## src/hw/acq_defs.svh

```systemverilog
`ifndef ACQ_DEFS_SVH
`define ACQ_DEFS_SVH

//------------------------------------------------------------
// Register map of the acquisition unit
//------------------------------------------------------------

// Raw antenna data, streamed or by byte
`define AX_STREAM 4'h0
`define AX_DATA1  4'h1
`define AX_DATA2  4'h2
`define AX_DATA3  4'h3

// Acquisition status and control
`define AQ_STATUS 4'h4
`define AQ_DEBUG  4'h6
`define AQ_SYSTEM 4'h7

// Visibility stream, status and control
`define VX_STREAM 4'h8
`define VX_STATUS 4'h9
`define VX_SYSTEM 4'ha

// Number of stored visibility blocks is 2**BLOCK_BITS
`define BLOCK_BITS 5

// One antenna sample, three bus bytes
`define SAMPLE_BITS 24

`endif

```

## src/hw/acq_pkg.sv

```systemverilog
`include "acq_defs.svh"

package acq_pkg;

   //------------------------------------------------------------
   // Widths with a meaning
   //------------------------------------------------------------
   typedef logic [3:0]              reg_addr_t;
   typedef logic [7:0]              bus_data_t;
   typedef logic [`SAMPLE_BITS-1:0] sample_t;
   typedef logic [`BLOCK_BITS-1:0]  blk_t;
   typedef logic [4:0]              log_blk_t;
   // Visibilities per block minus one
   typedef logic [31:0]             blocksize_t;
   typedef logic [24:0]             dram_adr_t;

   //------------------------------------------------------------
   // Grouped signals
   //------------------------------------------------------------
   // Host request, classic transfers only
   typedef struct packed {
      logic      cyc;
      logic      stb;
      logic      we;
      reg_addr_t adr;
      bus_data_t dat;
   } bus_req_t;

   // One-cycle write strobe towards the settings block
   typedef struct packed {
      logic      wr;
      reg_addr_t adr;
      bus_data_t dat;
   } bus_access_t;

   typedef struct packed {
      logic       aq_enabled;
      logic       aq_debug_mode;
      logic [2:0] aq_sample_delay;
      logic       vx_enabled;
      logic       vx_overwrite;
   } acq_ctrl_t;

   typedef struct packed {
      blk_t     vx_blk;
      logic     available;
      logic     accessed;
      log_blk_t log_block;
   } vx_state_t;

   // Count of buffered samples
   typedef enum logic [1:0] {
      PF_EMPTY,
      PF_ONE,
      PF_TWO
   } pf_state_e;

endpackage

```

## src/hw/acq_bus_slave.sv

```systemverilog
`timescale 1ns/1ns
`include "acq_defs.svh"

module acq_bus_slave (
   input  logic                 clk_i,
   input  logic                 rst_i,
   input  acq_pkg::bus_req_t    req_i,
   output logic                 ack_o,
   output acq_pkg::bus_data_t   dat_o,
   output acq_pkg::bus_access_t access_o,
   output logic                 ax_take_o,
   output logic                 x_done_o,
   input  acq_pkg::bus_data_t   ax_byte_i,
   input  acq_pkg::sample_t     ax_sample_i,
   input  acq_pkg::acq_ctrl_t   ctrl_i,
   input  acq_pkg::vx_state_t   vx_i,
   input  logic                 overflow_i,
   input  logic                 vx_stuck_i,
   input  logic                 vx_limp_i,
   input  acq_pkg::dram_adr_t   aq_adr_i,
   output logic                 vx_cyc_o,
   output logic                 vx_stb_o,
   input  logic                 vx_ack_i,
   input  acq_pkg::bus_data_t   vx_dat_i
);

   logic               accept;
   logic               is_vx;
   acq_pkg::bus_data_t rd_word;

   // Classic transfers: no new request while ack is out
   assign accept = req_i.cyc && req_i.stb && !ack_o;
   assign is_vx  = req_i.adr == `VX_STREAM;

   //------------------------------------------------------------
   // Visibility unit bus, request passed straight through
   //------------------------------------------------------------
   assign vx_cyc_o = req_i.cyc;
   assign vx_stb_o = accept && is_vx;

   // Stream read finishes when the visibility unit answers
   assign x_done_o = accept && is_vx && !req_i.we && vx_ack_i;

   //------------------------------------------------------------
   // Strobes towards settings and prefetcher
   //------------------------------------------------------------
   // Stream writes go nowhere, so keep them off the settings path
   assign access_o.wr  = accept && req_i.we && !is_vx;
   assign access_o.adr = req_i.adr;
   assign access_o.dat = req_i.dat;

   assign ax_take_o = accept && !req_i.we && req_i.adr == `AX_STREAM;

   //------------------------------------------------------------
   // Acknowledge, one cycle after acceptance or after vx_ack_i
   //------------------------------------------------------------
   always_ff @(posedge clk_i) begin
      if (rst_i) begin
         ack_o <= 1'b0;
      end else begin
         ack_o <= accept && (!is_vx || vx_ack_i);
      end
   end

   // Read word selection
   always_comb begin
      case (req_i.adr)
         `AX_STREAM: rd_word = ax_byte_i;
         `AX_DATA1:  rd_word = ax_sample_i[23:16];
         `AX_DATA2:  rd_word = ax_sample_i[15:8];
         `AX_DATA3:  rd_word = ax_sample_i[7:0];
         // Low byte of the acquisition write address
         `AQ_STATUS: rd_word = aq_adr_i[7:0];
         `AQ_DEBUG:  rd_word = {ctrl_i.aq_debug_mode, vx_stuck_i, vx_limp_i, 5'b0};
         `AQ_SYSTEM: rd_word = {ctrl_i.aq_enabled, 4'b0, ctrl_i.aq_sample_delay};
         `VX_STREAM: rd_word = vx_dat_i;
         `VX_STATUS: rd_word = {vx_i.available, vx_i.accessed, overflow_i,
                                5'(vx_i.vx_blk)};
         `VX_SYSTEM: rd_word = {ctrl_i.vx_enabled, ctrl_i.vx_overwrite, 1'b0,
                                vx_i.log_block};
         default:    rd_word = 8'h00;
      endcase
   end

   // Captured while the request waits, last value goes out with ack
   always_ff @(posedge clk_i) begin
      if (accept && !req_i.we) begin
         dat_o <= rd_word;
      end
   end

endmodule

```

## src/hw/acq_settings.sv

```systemverilog
`timescale 1ns/1ns
`include "acq_defs.svh"

module acq_settings (
   input  logic                 clk_i,
   input  logic                 rst_i,
   input  acq_pkg::bus_access_t access_i,
   input  logic                 x_done_i,
   input  logic                 newblock_i,
   input  logic                 streamed_i,
   output acq_pkg::acq_ctrl_t   ctrl_o,
   output acq_pkg::vx_state_t   vx_o,
   output acq_pkg::blocksize_t  blocksize_o
);

   acq_pkg::log_blk_t log_block;
   acq_pkg::blk_t     vx_blk;
   acq_pkg::blk_t     new_blk;
   logic              upd_blk;
   logic              bs_upd;
   logic              available;
   logic              accessed;

   // 2**lb - 1, capped at 24 bits
   function automatic acq_pkg::blocksize_t bs_lookup(input acq_pkg::log_blk_t lb);
      acq_pkg::blocksize_t bs;
      if (lb >= 5'd24) begin
         bs = 32'h00ff_ffff;
      end else begin
         bs = (32'd1 << lb) - 32'd1;
      end
      return bs;
   endfunction

   //------------------------------------------------------------
   // Control registers
   //------------------------------------------------------------
   always_ff @(posedge clk_i) begin
      if (rst_i) begin
         ctrl_o    <= '0;
         log_block <= '0;
      end else if (access_i.wr) begin
         case (access_i.adr)
            `AQ_DEBUG: begin
               ctrl_o.aq_debug_mode <= access_i.dat[7];
            end
            `AQ_SYSTEM: begin
               ctrl_o.aq_enabled      <= access_i.dat[7];
               ctrl_o.aq_sample_delay <= access_i.dat[2:0];
            end
            `VX_SYSTEM: begin
               ctrl_o.vx_enabled   <= access_i.dat[7];
               ctrl_o.vx_overwrite <= access_i.dat[6];
               log_block           <= access_i.dat[4:0];
            end
            default: begin
            end
         endcase
      end
   end

   //------------------------------------------------------------
   // Block size, one cycle behind the exponent
   //------------------------------------------------------------
   always_ff @(posedge clk_i) begin
      if (rst_i) begin
         bs_upd      <= 1'b0;
         blocksize_o <= '0;
      end else begin
         bs_upd <= access_i.wr && access_i.adr == `VX_SYSTEM;
         if (bs_upd) begin
            blocksize_o <= bs_lookup(log_block);
         end
      end
   end

   //------------------------------------------------------------
   // Visibility block counter
   //------------------------------------------------------------
   // Host-written block number, applied a cycle later
   always_ff @(posedge clk_i) begin
      if (access_i.wr && access_i.adr == `VX_STATUS) begin
         new_blk <= access_i.dat[`BLOCK_BITS-1:0];
      end
   end

   always_ff @(posedge clk_i) begin
      if (rst_i) begin
         upd_blk <= 1'b0;
         vx_blk  <= '0;
      end else begin
         upd_blk <= access_i.wr && access_i.adr == `VX_STATUS;
         // Host load wins over a streamed block
         if (upd_blk) begin
            vx_blk <= new_blk;
         end else if (streamed_i) begin
            vx_blk <= vx_blk + 1'b1;
         end
      end
   end

   // Block flags, a new block overrides a finished read
   always_ff @(posedge clk_i) begin
      if (rst_i) begin
         available <= 1'b0;
         accessed  <= 1'b0;
      end else if (newblock_i) begin
         available <= 1'b1;
         accessed  <= 1'b0;
      end else if (x_done_i) begin
         available <= 1'b0;
         accessed  <= 1'b1;
      end
   end

   assign vx_o.vx_blk    = vx_blk;
   assign vx_o.available = available;
   assign vx_o.accessed  = accessed;
   assign vx_o.log_block = log_block;

endmodule

```

## src/hw/acq_top.sv

```systemverilog
`timescale 1ns/1ns

module acq_top (
   input  logic                clk_i,
   input  logic                rst_i,
   // Host register bus
   input  acq_pkg::bus_req_t   req_i,
   output logic                ack_o,
   output acq_pkg::bus_data_t  dat_o,
   // DRAM sample reader
   input  logic                data_ready_i,
   output logic                data_request_o,
   input  acq_pkg::sample_t    data_i,
   input  logic                spi_busy_i,
   // Visibility unit bus and status
   output logic                vx_cyc_o,
   output logic                vx_stb_o,
   input  logic                vx_ack_i,
   input  acq_pkg::bus_data_t  vx_dat_i,
   input  logic                overflow_i,
   input  logic                newblock_i,
   input  logic                streamed_i,
   input  logic                vx_stuck_i,
   input  logic                vx_limp_i,
   input  acq_pkg::dram_adr_t  aq_adr_i,
   // Settings out
   output acq_pkg::acq_ctrl_t  ctrl_o,
   output acq_pkg::vx_state_t  vx_o,
   output acq_pkg::blocksize_t blocksize_o
);

   acq_pkg::bus_access_t access;
   acq_pkg::bus_data_t   ax_byte;
   acq_pkg::sample_t     ax_sample;
   logic                 ax_take;
   logic                 x_done;

   //------------------------------------------------------------
   // Bus side, settings, prefetcher
   //------------------------------------------------------------
   acq_bus_slave bus0 (
      .clk_i      (clk_i),
      .rst_i      (rst_i),
      .req_i      (req_i),
      .ack_o      (ack_o),
      .dat_o      (dat_o),
      .access_o   (access),
      .ax_take_o  (ax_take),
      .x_done_o   (x_done),
      .ax_byte_i  (ax_byte),
      .ax_sample_i(ax_sample),
      .ctrl_i     (ctrl_o),
      .vx_i       (vx_o),
      .overflow_i (overflow_i),
      .vx_stuck_i (vx_stuck_i),
      .vx_limp_i  (vx_limp_i),
      .aq_adr_i   (aq_adr_i),
      .vx_cyc_o   (vx_cyc_o),
      .vx_stb_o   (vx_stb_o),
      .vx_ack_i   (vx_ack_i),
      .vx_dat_i   (vx_dat_i)
   );

   acq_settings set0 (
      .clk_i      (clk_i),
      .rst_i      (rst_i),
      .access_i   (access),
      .x_done_i   (x_done),
      .newblock_i (newblock_i),
      .streamed_i (streamed_i),
      .ctrl_o     (ctrl_o),
      .vx_o       (vx_o),
      .blocksize_o(blocksize_o)
   );

   sample_prefetch pf0 (
      .clk_i         (clk_i),
      .rst_i         (rst_i),
      .spi_busy_i    (spi_busy_i),
      .ax_take_i     (ax_take),
      .data_ready_i  (data_ready_i),
      .data_request_o(data_request_o),
      .data_i        (data_i),
      .sample_o      (ax_sample),
      .byte_o        (ax_byte)
   );

endmodule

```

## src/hw/sample_prefetch.sv

```systemverilog
`timescale 1ns/1ns
`include "acq_defs.svh"

module sample_prefetch (
   input  logic               clk_i,
   input  logic               rst_i,
   input  logic               spi_busy_i,
   input  logic               ax_take_i,
   input  logic               data_ready_i,
   output logic               data_request_o,
   input  acq_pkg::sample_t   data_i,
   output acq_pkg::sample_t   sample_o,
   output acq_pkg::bus_data_t byte_o
);

   acq_pkg::pf_state_e state;
   acq_pkg::sample_t   head;
   acq_pkg::sample_t   tail;
   logic               pending;
   logic               req_go;
   logic               retire;
   logic [1:0]         index;

   // Ask for more while there is room and nothing in flight
   assign req_go = state != acq_pkg::PF_TWO && !pending;
   // Third byte taken, drop the head unless the buffer is empty
   assign retire = ax_take_i && index == 2'd2 && state != acq_pkg::PF_EMPTY;

   //------------------------------------------------------------
   // DRAM request strobe
   //------------------------------------------------------------
   always_ff @(posedge clk_i) begin
      if (rst_i) begin
         data_request_o <= 1'b0;
         pending        <= 1'b0;
      end else begin
         data_request_o <= req_go;
         if (req_go) begin
            pending <= 1'b1;
         end else if (data_ready_i) begin
            pending <= 1'b0;
         end
      end
   end

   //------------------------------------------------------------
   // Two-entry sample buffer
   //------------------------------------------------------------
   always_ff @(posedge clk_i) begin
      if (rst_i) begin
         state <= acq_pkg::PF_EMPTY;
      end else begin
         case (state)
            acq_pkg::PF_EMPTY: begin
               if (data_ready_i) begin
                  head  <= data_i;
                  state <= acq_pkg::PF_ONE;
               end
            end
            acq_pkg::PF_ONE: begin
               // Arrival and retire together, new sample becomes the head
               if (data_ready_i && retire) begin
                  head <= data_i;
               end else if (data_ready_i) begin
                  tail  <= data_i;
                  state <= acq_pkg::PF_TWO;
               end else if (retire) begin
                  state <= acq_pkg::PF_EMPTY;
               end
            end
            default: begin
               // Full, so no request can be outstanding here
               if (retire) begin
                  head  <= tail;
                  state <= acq_pkg::PF_ONE;
               end
            end
         endcase
      end
   end

   // Byte index, restarts whenever the SPI side goes idle
   always_ff @(posedge clk_i) begin
      if (rst_i || !spi_busy_i) begin
         index <= 2'd0;
      end else if (ax_take_i) begin
         index <= index == 2'd2 ? 2'd0 : index + 2'd1;
      end
   end

   assign sample_o = head;

   // MSB first
   always_comb begin
      case (index)
         2'd0:    byte_o = head[`SAMPLE_BITS-1 -: 8];
         2'd1:    byte_o = head[`SAMPLE_BITS-9 -: 8];
         default: byte_o = head[7:0];
      endcase
   end

endmodule

```

## config.mk

```make
export PLATFORM = sky130hd
export DESIGN_NAME = acq_top
export DESIGN_NICKNAME = d
export VERILOG_FILES = /design/src/hw/acq_pkg.sv /design/src/hw/acq_bus_slave.sv /design/src/hw/acq_settings.sv /design/src/hw/acq_top.sv /design/src/hw/sample_prefetch.sv
export VERILOG_INCLUDE_DIRS = /design/src /design/src/hw
export SDC_FILE = /design/constraint.sdc
export NUM_CORES = 1
export LEC_CHECK = 0
export BUFFER_PORTS_ARGS = -buffer_cell sky130_fd_sc_hd__buf_2
export CAP_MARGIN = 25
export CORE_UTILIZATION = 48
export DETAILED_ROUTE_END_ITERATION = 8
export PLACE_DENSITY = 0.72
export SETUP_SLACK_MARGIN = 0.4
export SLEW_MARGIN = 20
export SYNTH_ARGS = -nofsm -noshare
export SYNTH_HDL_FRONTEND = slang
export SYNTH_SLANG_ARGS = --single-unit
```

## constraint.sdc

```tcl
create_clock -name clk_i -period 3.4 [get_ports clk_i]
set_input_delay 0.68 -clock clk_i [delete_from_list [all_inputs] [get_ports clk_i]]
set_output_delay 0.68 -clock clk_i [all_outputs]
set_load 0.05 [all_outputs]
```

==> results of run 1 <==
critical path: stages:
cell	delay, ns
sky130_fd_sc_hd__buf_2	0.47
sky130_fd_sc_hd__nor2b_1	0.24
sky130_fd_sc_hd__nand2_1	0.13
sky130_fd_sc_hd__nor2_1	0.11
sky130_fd_sc_hd__buf_2	0.26
metal layers:
metal  GRT usage [%]  up-vias  part of all wire (%)  wire length [um]
met1           29.15     2199                    44              6018
met4           13.87        0                   3.3               459
li1                -     2219                     -                 -
met3           5.335       32                   4.8               663
met2           36.36      151                    48              6620
met5               0        -                     0                 0
power by group through the flow:
stage / sequential (W) / clock [W] / combinational [W]
2_1_floorplan: 0.00166 / 0 / 0.000180
3_3_place_gp: 0.00164 / 0 / 0.000298
3_5_place_dp: 0.00164 / 0 / 0.000305
4_1_cts: 0.00161 / 0.00165 / 0.000307
5_1_grt: 0.00161 / 0.00171 / 0.000331
6_report: 0.00161 / 0.00161 / 0.000306
through the flow:
stage          area, um2  setup slack (ns)  utilization (%)
2_1_floorplan       5786            0.6531                -
3_3_place_gp        6484            0.8129            56.06
3_5_place_dp        6484            0.8385            56.06
4_1_cts             7023            0.8337            60.73
5_1_grt             7023            0.7533            60.73
6_report            7023            0.8194            60.73
cell families (layout without fill, tap and decap cells):
family                   after synthesis  in the layout  share of synthesized area [%]
AO/OA/AOI/OAI                        114            114                          13.48
XOR/XNOR                               4              4                         0.6067
adder cells (fa/ha/maj)                3              3                         0.6501
buffers and inverters                 52            181                          4.507
flip-flops                           121            121                          52.52
multiplexers                          58             58                          10.77
AND/OR/NAND/NOR                      184            184                          17.46
cells in the final DEF, fill, tap and decap left out, types with 12 or more instances in the layout:
| cell type | count |
|---|---|
| sky130_fd_sc_hd__nor2b_1 | 16 |
| sky130_fd_sc_hd__edfxtp_1 | 61 |
| sky130_fd_sc_hd__mux2i_1 | 28 |
| sky130_fd_sc_hd__o21ai_0 | 17 |
| sky130_fd_sc_hd__buf_2 | 126 |
| sky130_fd_sc_hd__a21oi_1 | 31 |
| sky130_fd_sc_hd__nand2_1 | 28 |
| sky130_fd_sc_hd__nor2_1 | 65 |
| sky130_fd_sc_hd__buf_4 | 16 |
| sky130_fd_sc_hd__mux2_2 | 29 |
| sky130_fd_sc_hd__nand2b_1 | 12 |
| sky130_fd_sc_hd__dfxtp_1 | 60 |
| sky130_fd_sc_hd__clkbuf_16 | 17 |
synthesized netlist by cell type (all sizes together) (4+ instances only):
| cell | n |
|---|---|
| a211oi | 8 |
| a21o | 4 |
| a21oi | 31 |
| a221oi | 5 |
| a22o | 5 |
| a22oi | 9 |
| a311oi | 8 |
| a32oi | 4 |
| and2 | 5 |
| buf | 23 |
| clkbuf | 22 |
| dfxtp | 60 |
| edfxtp | 61 |
| inv | 7 |
| mux2 | 30 |
| mux2i | 28 |
| nand2 | 28 |
| nand2b | 13 |
| nand3 | 11 |
| nand3b | 9 |
| nor2 | 65 |
| nor2b | 16 |
| nor3 | 12 |
| nor4 | 5 |
| o21ai | 18 |
| or2 | 4 |
| xnor2 | 4 |
final cells by class:
class                   instances  area, um2
clock buffers                  19      432.9
clock inverters                13      106.4
fillers                       945       4542
inverters                       7      28.78
multi-input cells             363       2492
flip-flops and latches        121       3033
well taps                     143      178.9
repair buffers                142      750.7
final timing paths:
kind	start	slack [ns]	to
worst min-delay path	pf0.pending	0.44	pf0.data_request_o
worst min register to register	pf0.pending	0.44	pf0.data_request_o
worst max-delay path	req_i[11]	0.82	vx_stb_o
worst max register to register	set0.log_block[0]	1.09	set0.blocksize_o[6]
flip-flops by register name (all words and copies together), names as in the netlist:
register / flops
set0.blocksize_o: 32
pf0.sample_o: 24
pf0.tail: 24
bus0.dat_o: 8
set0.ctrl_o: 7
set0.log_block: 5
set0.new_blk: 5
set0.vx_blk: 5
pf0.index: 2
pf0.state: 2
bus0.ack_o: 1
pf0.data_request_o: 1
pf0.pending: 1
set0.accessed: 1
set0.available: 1
set0.bs_upd: 1
set0.upd_blk: 1
==> key figures, run 1 <==
Worst setup path
  – Critical path peak fanout: 26
  – Crit path capture type: output pin
  – R2r worst-path depth: 8
  – WS Path Type: in2out
  – WP data arrival: 1.90 ns
  – Kind of start point of the critical path: primary input
  – Required time of the critical path: 2.72 ns

Drt
  – Iter 0 DRT Violations: 419
  – Via count of the routed design: 4,601
  – Average routed wire per standard cell: 17.03 um
  – DRT antenna net count: 0
  – Remaining DRCs: 8
  – Final Routed Wirelength: 13,760 um
  – Avg Vias per Cell: 5.694
  – Iteration count of the initial detailed-routing pass: 7

Finish
  – Ant. Diodes: 0
  – Layout cells sized above 1: 32.18%
  – Synth-to-Final Area Change: 21.63%
  – Layout net count: 737
  – Final Instance Count excl. Fillers: 808

GRT
  – Largest net degree at the start of global routing: 33
  – Global-route wire length before repair: 22,140 um
  – Number of antenna violations at the first check in global routing: 0
  – Vias in the first global route: 4,431
  – Leftover overflow at the end of global routing: 0
  – Global-route total usage across every layer: 23.14%

STA
  – Setup repair after global routing missed its margin: false
  – Slew at the pin with the worst max-slew slack: 0.7355 ns
  – Final Cycle Share: 75.90%
  – Worst hold margin: 0.4352 ns
  – Final count of negative-setup-slack endpoints: 0
  – Minimum clock period: 2.581 ns
  – Top achievable clock speed: 387.5 MHz
  – Post-Route Setup TNS: 0 ns
  – Setup skew after layout: 0.009708 ns
  – Max Slew Vio Count: 0
  – Final Hold Fails: 0
  – Slew Limit Headroom: 50.90%

Synthesis
  – Synth top area share: 31.72%
  – Synth Flop Type: sky130_fd_sc_hd__edfxtp_1
  – Number of enable flip-flop cells after synthesis: 61
  – Synthesis warning total: 0
  – Net count of the mapped netlist: 621
  – Synth Area per Inst: 10.77 um2
  – Register bit total from synthesis: 121
  – Synth Cell Area: 5774 um2
  – Syn Inst Count: 536
  – Top area cells in the synthesized netlist: sky130_fd_sc_hd__edfxtp_1 32%, sky130_fd_sc_hd__dfxtp_1 21%, sky130_fd_sc_hd__mux2_2 5.7%, sky130_fd_sc_hd__mux2i_1 4.9%, sky130_fd_sc_hd__nor2_1 4.2%
  – Sequential-to-total area share from yosys stat: 52.52%
  – Number of distinct library cells after synthesis: 62
  – Library cell with the largest summed area after synthesis: sky130_fd_sc_hd__edfxtp_1
  – Async S/R FF share, synth: 0%

Floorplanning
  – Std-Cell Core Area: 11,560 um2
  – Number of rows in the core area: 39
  – Total I/O pin count: 145
  – Initial core utilization: 49.93%
  – Overall die height: 111.7 um
  – Die outline width: 111.7 um
  – Full die area: 12,470 um2

Pwr
  – Maximum VDD drop: 431.3 uV
  – Cell-internal power: 0.002698 W
  – Leakage: 2.695 nW
  – Share of power burned in registers: 45.6%
  – Proportion of total power due to net switching: 23.60%
  – Pwr per Cell Area: 502.8 nW/um2
  – Combinational group share of total power: 8.7%
  – Psw: 0.0008334 W
  – Clk pwr share: 45.7%
  – Total Power Consumption: 0.003531 W

Clocking
  – Number of buffers inserted for hold repair after clock tree synthesis: 0
  – Number of buffers created by CTS: 17
  – Clock buffer depth: 2
  – Number of setup buffers added after CTS: 0
  – CTS clk-pin slew, worst paths: 0.05 ns
  – Buffer cell driving the clock tree root: sky130_fd_sc_hd__clkbuf_16
  – Clock Latency Late Sink: 0.42 ns
  – H-tree depth: 4
  – Num Clock Sinks: 121
  – Number of gates given a new drive strength after cts: 0
  – CTS tree: done

Run status
  – Status: finished, violations left
  – Violated checks: design-rule violations

Placement
  – Half-perimeter wire length after detailed placement: 9741 um
  – Placer Congestion: 0.9041
  – Placed cells: 776
  – PortBufs: 126

Worst hold path
  – Worst min-delay path category: reg2reg
  – Hold Path Depth: 1

Job
  – Max Cap Violations: 0
(Power assumes the default switching activity.)
==> run 2, diff against run 1 <==
clock period = 2.3 ns   (was 3.4 ns; I/O delays follow)
==> run 2 against run 1 <==
  * The run still ends with design-rule violations left
  * First-iteration DRC count down 4.8%
  * Worst setup slack worse by 0.39 ns
  * Register-to-register slack worse by 0.66 ns
  * Non-clock buffer count up 11
  * Critical path depth up 3
  * Sequential share of layout area down 1.3 points
  * Worst hold slack worse by 0.21 ns
  * Power up 50%
  * Critical path type is now reg2reg
  * Core utilization up 2.4 points
  * Largest power group is now clock
  * Combinational power up 57%
  * Wire length up 3.8%
  * Critical endpoint is now set0.blocksize_o[22]
==> key figures, run 2 (synthesis gave the netlist of run 1 again) <==
Run status
  – Status: finished, violations left
  – Violated checks: design-rule violations

Clocking
  – Number of buffers created by CTS: 17
  – CTS tree: done
  – Buffer cell driving the clock tree root: sky130_fd_sc_hd__clkbuf_16
  – Num Clock Sinks: 121
  – Clock Latency Late Sink: 0.41 ns
  – H-tree depth: 4
  – Clock buffer depth: 2
  – Number of buffers inserted for hold repair after clock tree synthesis: 0
  – CTS clk-pin slew, worst paths: 0.06 ns

Drt
  – Via count of the routed design: 4,623
  – Average routed wire per standard cell: 17.44 um
  – Final Routed Wirelength: 14,290 um
  – Iteration count of the initial detailed-routing pass: 7
  – Avg Vias per Cell: 5.645
  – DRT antenna net count: 0
  – Iter 0 DRT Violations: 399
  – Remaining DRCs: 9

Pwr
  – Total Power Consumption: 0.005283 W
  – Leakage: 2.789 nW
  – Pwr per Cell Area: 723.5 nW/um2
  – Maximum VDD drop: 615.4 uV

STA
  – Setup repair after global routing missed its margin: true
  – Minimum clock period: 1.874 ns
  – Final Hold Fails: 0
  – Slew at the pin with the worst max-slew slack: 0.5731 ns
  – Final Cycle Share: 81.50%
  – Worst hold margin: 0.2276 ns
  – Top achievable clock speed: 533.5 MHz
  – Final count of negative-setup-slack endpoints: 0
  – Slew Limit Headroom: 61.79%
  – Post-Route Setup TNS: 0 ns
  – Final critical-path setup slack: 0.4255 ns
  – Setup skew after layout: 0.008731 ns
  – Max Slew Vio Count: 0

GRT
  – Number of antenna violations at the first check in global routing: 0
  – Met1 track demand over resource: 31.27%
  – Met2 GRT Util: 36.07%
  – Vias in the first global route: 4,410
  – Largest net degree at the start of global routing: 38
  – Leftover overflow at the end of global routing: 0
  – Met3 capacity usage during global routing: 6.151%
  – Busiest metal layer after global routing: met2
  – Global-route total usage across every layer: 23.57%
  – Global-route wire length before repair: 22,560 um

Finish
  – Commonest cells after routing, fill and taps aside: 125 x sky130_fd_sc_hd__buf_2, 61 x sky130_fd_sc_hd__nor2_1, 61 x sky130_fd_sc_hd__edfxtp_1, 53 x sky130_fd_sc_hd__dfxtp_1
  – Max FFs per register: 32
  – Top reg by flops: set0.blocksize_o
  – Most common library cell in the layout ignoring fill and taps: sky130_fd_sc_hd__buf_2
  – Number of fill cells in the layout: 923
  – Layout cells sized above 1: 37.28%
  – Layout net count: 748
  – Ant. Diodes: 0
  – Synth-to-Final Area Change: 26.46%
  – Post-route cell area: 7302 um2

Placement
  – PortBufs: 126
  – Post-DP Area: 6680 um2
  – Half-perimeter wire length after detailed placement: 10,020 um
  – Placer Congestion: 0.9095
  – DP Worst Slack: 0.2587 ns

Worst setup path
  – WS Path Type: reg2reg
  – Startpoint of the lowest-slack register-to-register path: set0.log_block[1]
  – Worst reg2reg endpoint: set0.blocksize_o[22]
  – Crit path capture type: flop
  – Required time of the critical path: 2.62 ns
  – R2r worst-path depth: 8
  – Critical path peak fanout: 4
  – WP data arrival: 2.19 ns
  – Kind of start point of the critical path: flop
  – Critical Path Start: set0.log_block[1]
  – R2R setup slack: 0.43 ns

Worst hold path
  – Critical hold path startpoint: newblock_i
  – Worst min-delay path category: in2reg
  – Hold path endpoint: set0.accessed
  – Hold Path Depth: 2

Floorplanning
  – Overall die height: 111.7 um
  – Total I/O pin count: 145
  – Std-Cell Core Area: 11,560 um2
  – Die outline width: 111.7 um
  – Full die area: 12,470 um2
  – Number of rows in the core area: 39
  – Initial core utilization: 49.93%

Job
  – Max Cap Violations: 0
run 2: cell count changes in the layout (fill, tap and decap cells not counted), sizes merged:
cell      before  now
buf          142  153
clkbuf        19   17
clkinv         6    8
clkinvlp       6    5
inv            7    8
run 2: cell type report:
type                       instances  area, um2  share of cell area (%)
multi-input combinational        363       2599                   35.59
clock inverter                    15      128.9                   1.765
tap                              143      178.9                   2.450
inverter                           7      28.78                  0.3941
sequential                       121       3057                   41.86
timing repair buffer             153      884.6                   12.11
clock buffer                      17      425.4                   5.826
run 2: how the worst max path moves through the flow:
stage / to / cells after the start
4_1_cts: set0.blocksize_o[4] / 9
6_report: set0.blocksize_o[22] / 8
5_1_grt: set0.blocksize_o[22] / 8
3_3_place_gp: pf0.sample_o[22] / 6
3_5_place_dp: pf0.sample_o[5] / 6
2_1_floorplan: pf0.sample_o[0] / 5
run 2: per-stage QoR:
stage          std cells  utilization [%]
6_report             819            63.14
5_1_grt              819            63.14
4_1_cts              818            62.66
3_5_place_dp         785            57.76
3_3_place_gp         785            57.76
2_1_floorplan        536                -
run 2: timing repair:
action                                  CTS  global route
buffers inserted                          1             1
pin swaps                                 2             6
endpoints found under the setup margin    5            31
gates resized for setup                   2            11
run 2: power by group:
| part | internal [W] | leakage, nW | switching [W] | total (W) |
|---|---|---|---|---|
| registers | 0.00234 | 1.05 | 0.0000377 | 0.00238 |
| logic | 0.000196 | 1.48 | 0.000283 | 0.000479 |
| clock network | 0.00148 | 0.256 | 0.000953 | 0.00243 |
| total | 0.00401 | 2.79 | 0.00127 | 0.00528 |
run 2: layer usage:
layer	vias up	share of wire [%]
met4	0	2.6
met2	162	46
met5	-	0
met3	26	5.7
li1	2232	-
met1	2203	46
run 2: critical path, stage by stage (launching register included):
cell                       delay (ns)
sky130_fd_sc_hd__dfxtp_4         0.34
sky130_fd_sc_hd__or3_4           0.41
sky130_fd_sc_hd__nor2_4          0.11
sky130_fd_sc_hd__inv_2           0.05
sky130_fd_sc_hd__ha_4            0.16
sky130_fd_sc_hd__or2_4           0.24
sky130_fd_sc_hd__a21oi_2         0.13
sky130_fd_sc_hd__o21ai_1         0.06
sky130_fd_sc_hd__a311oi_1        0.27
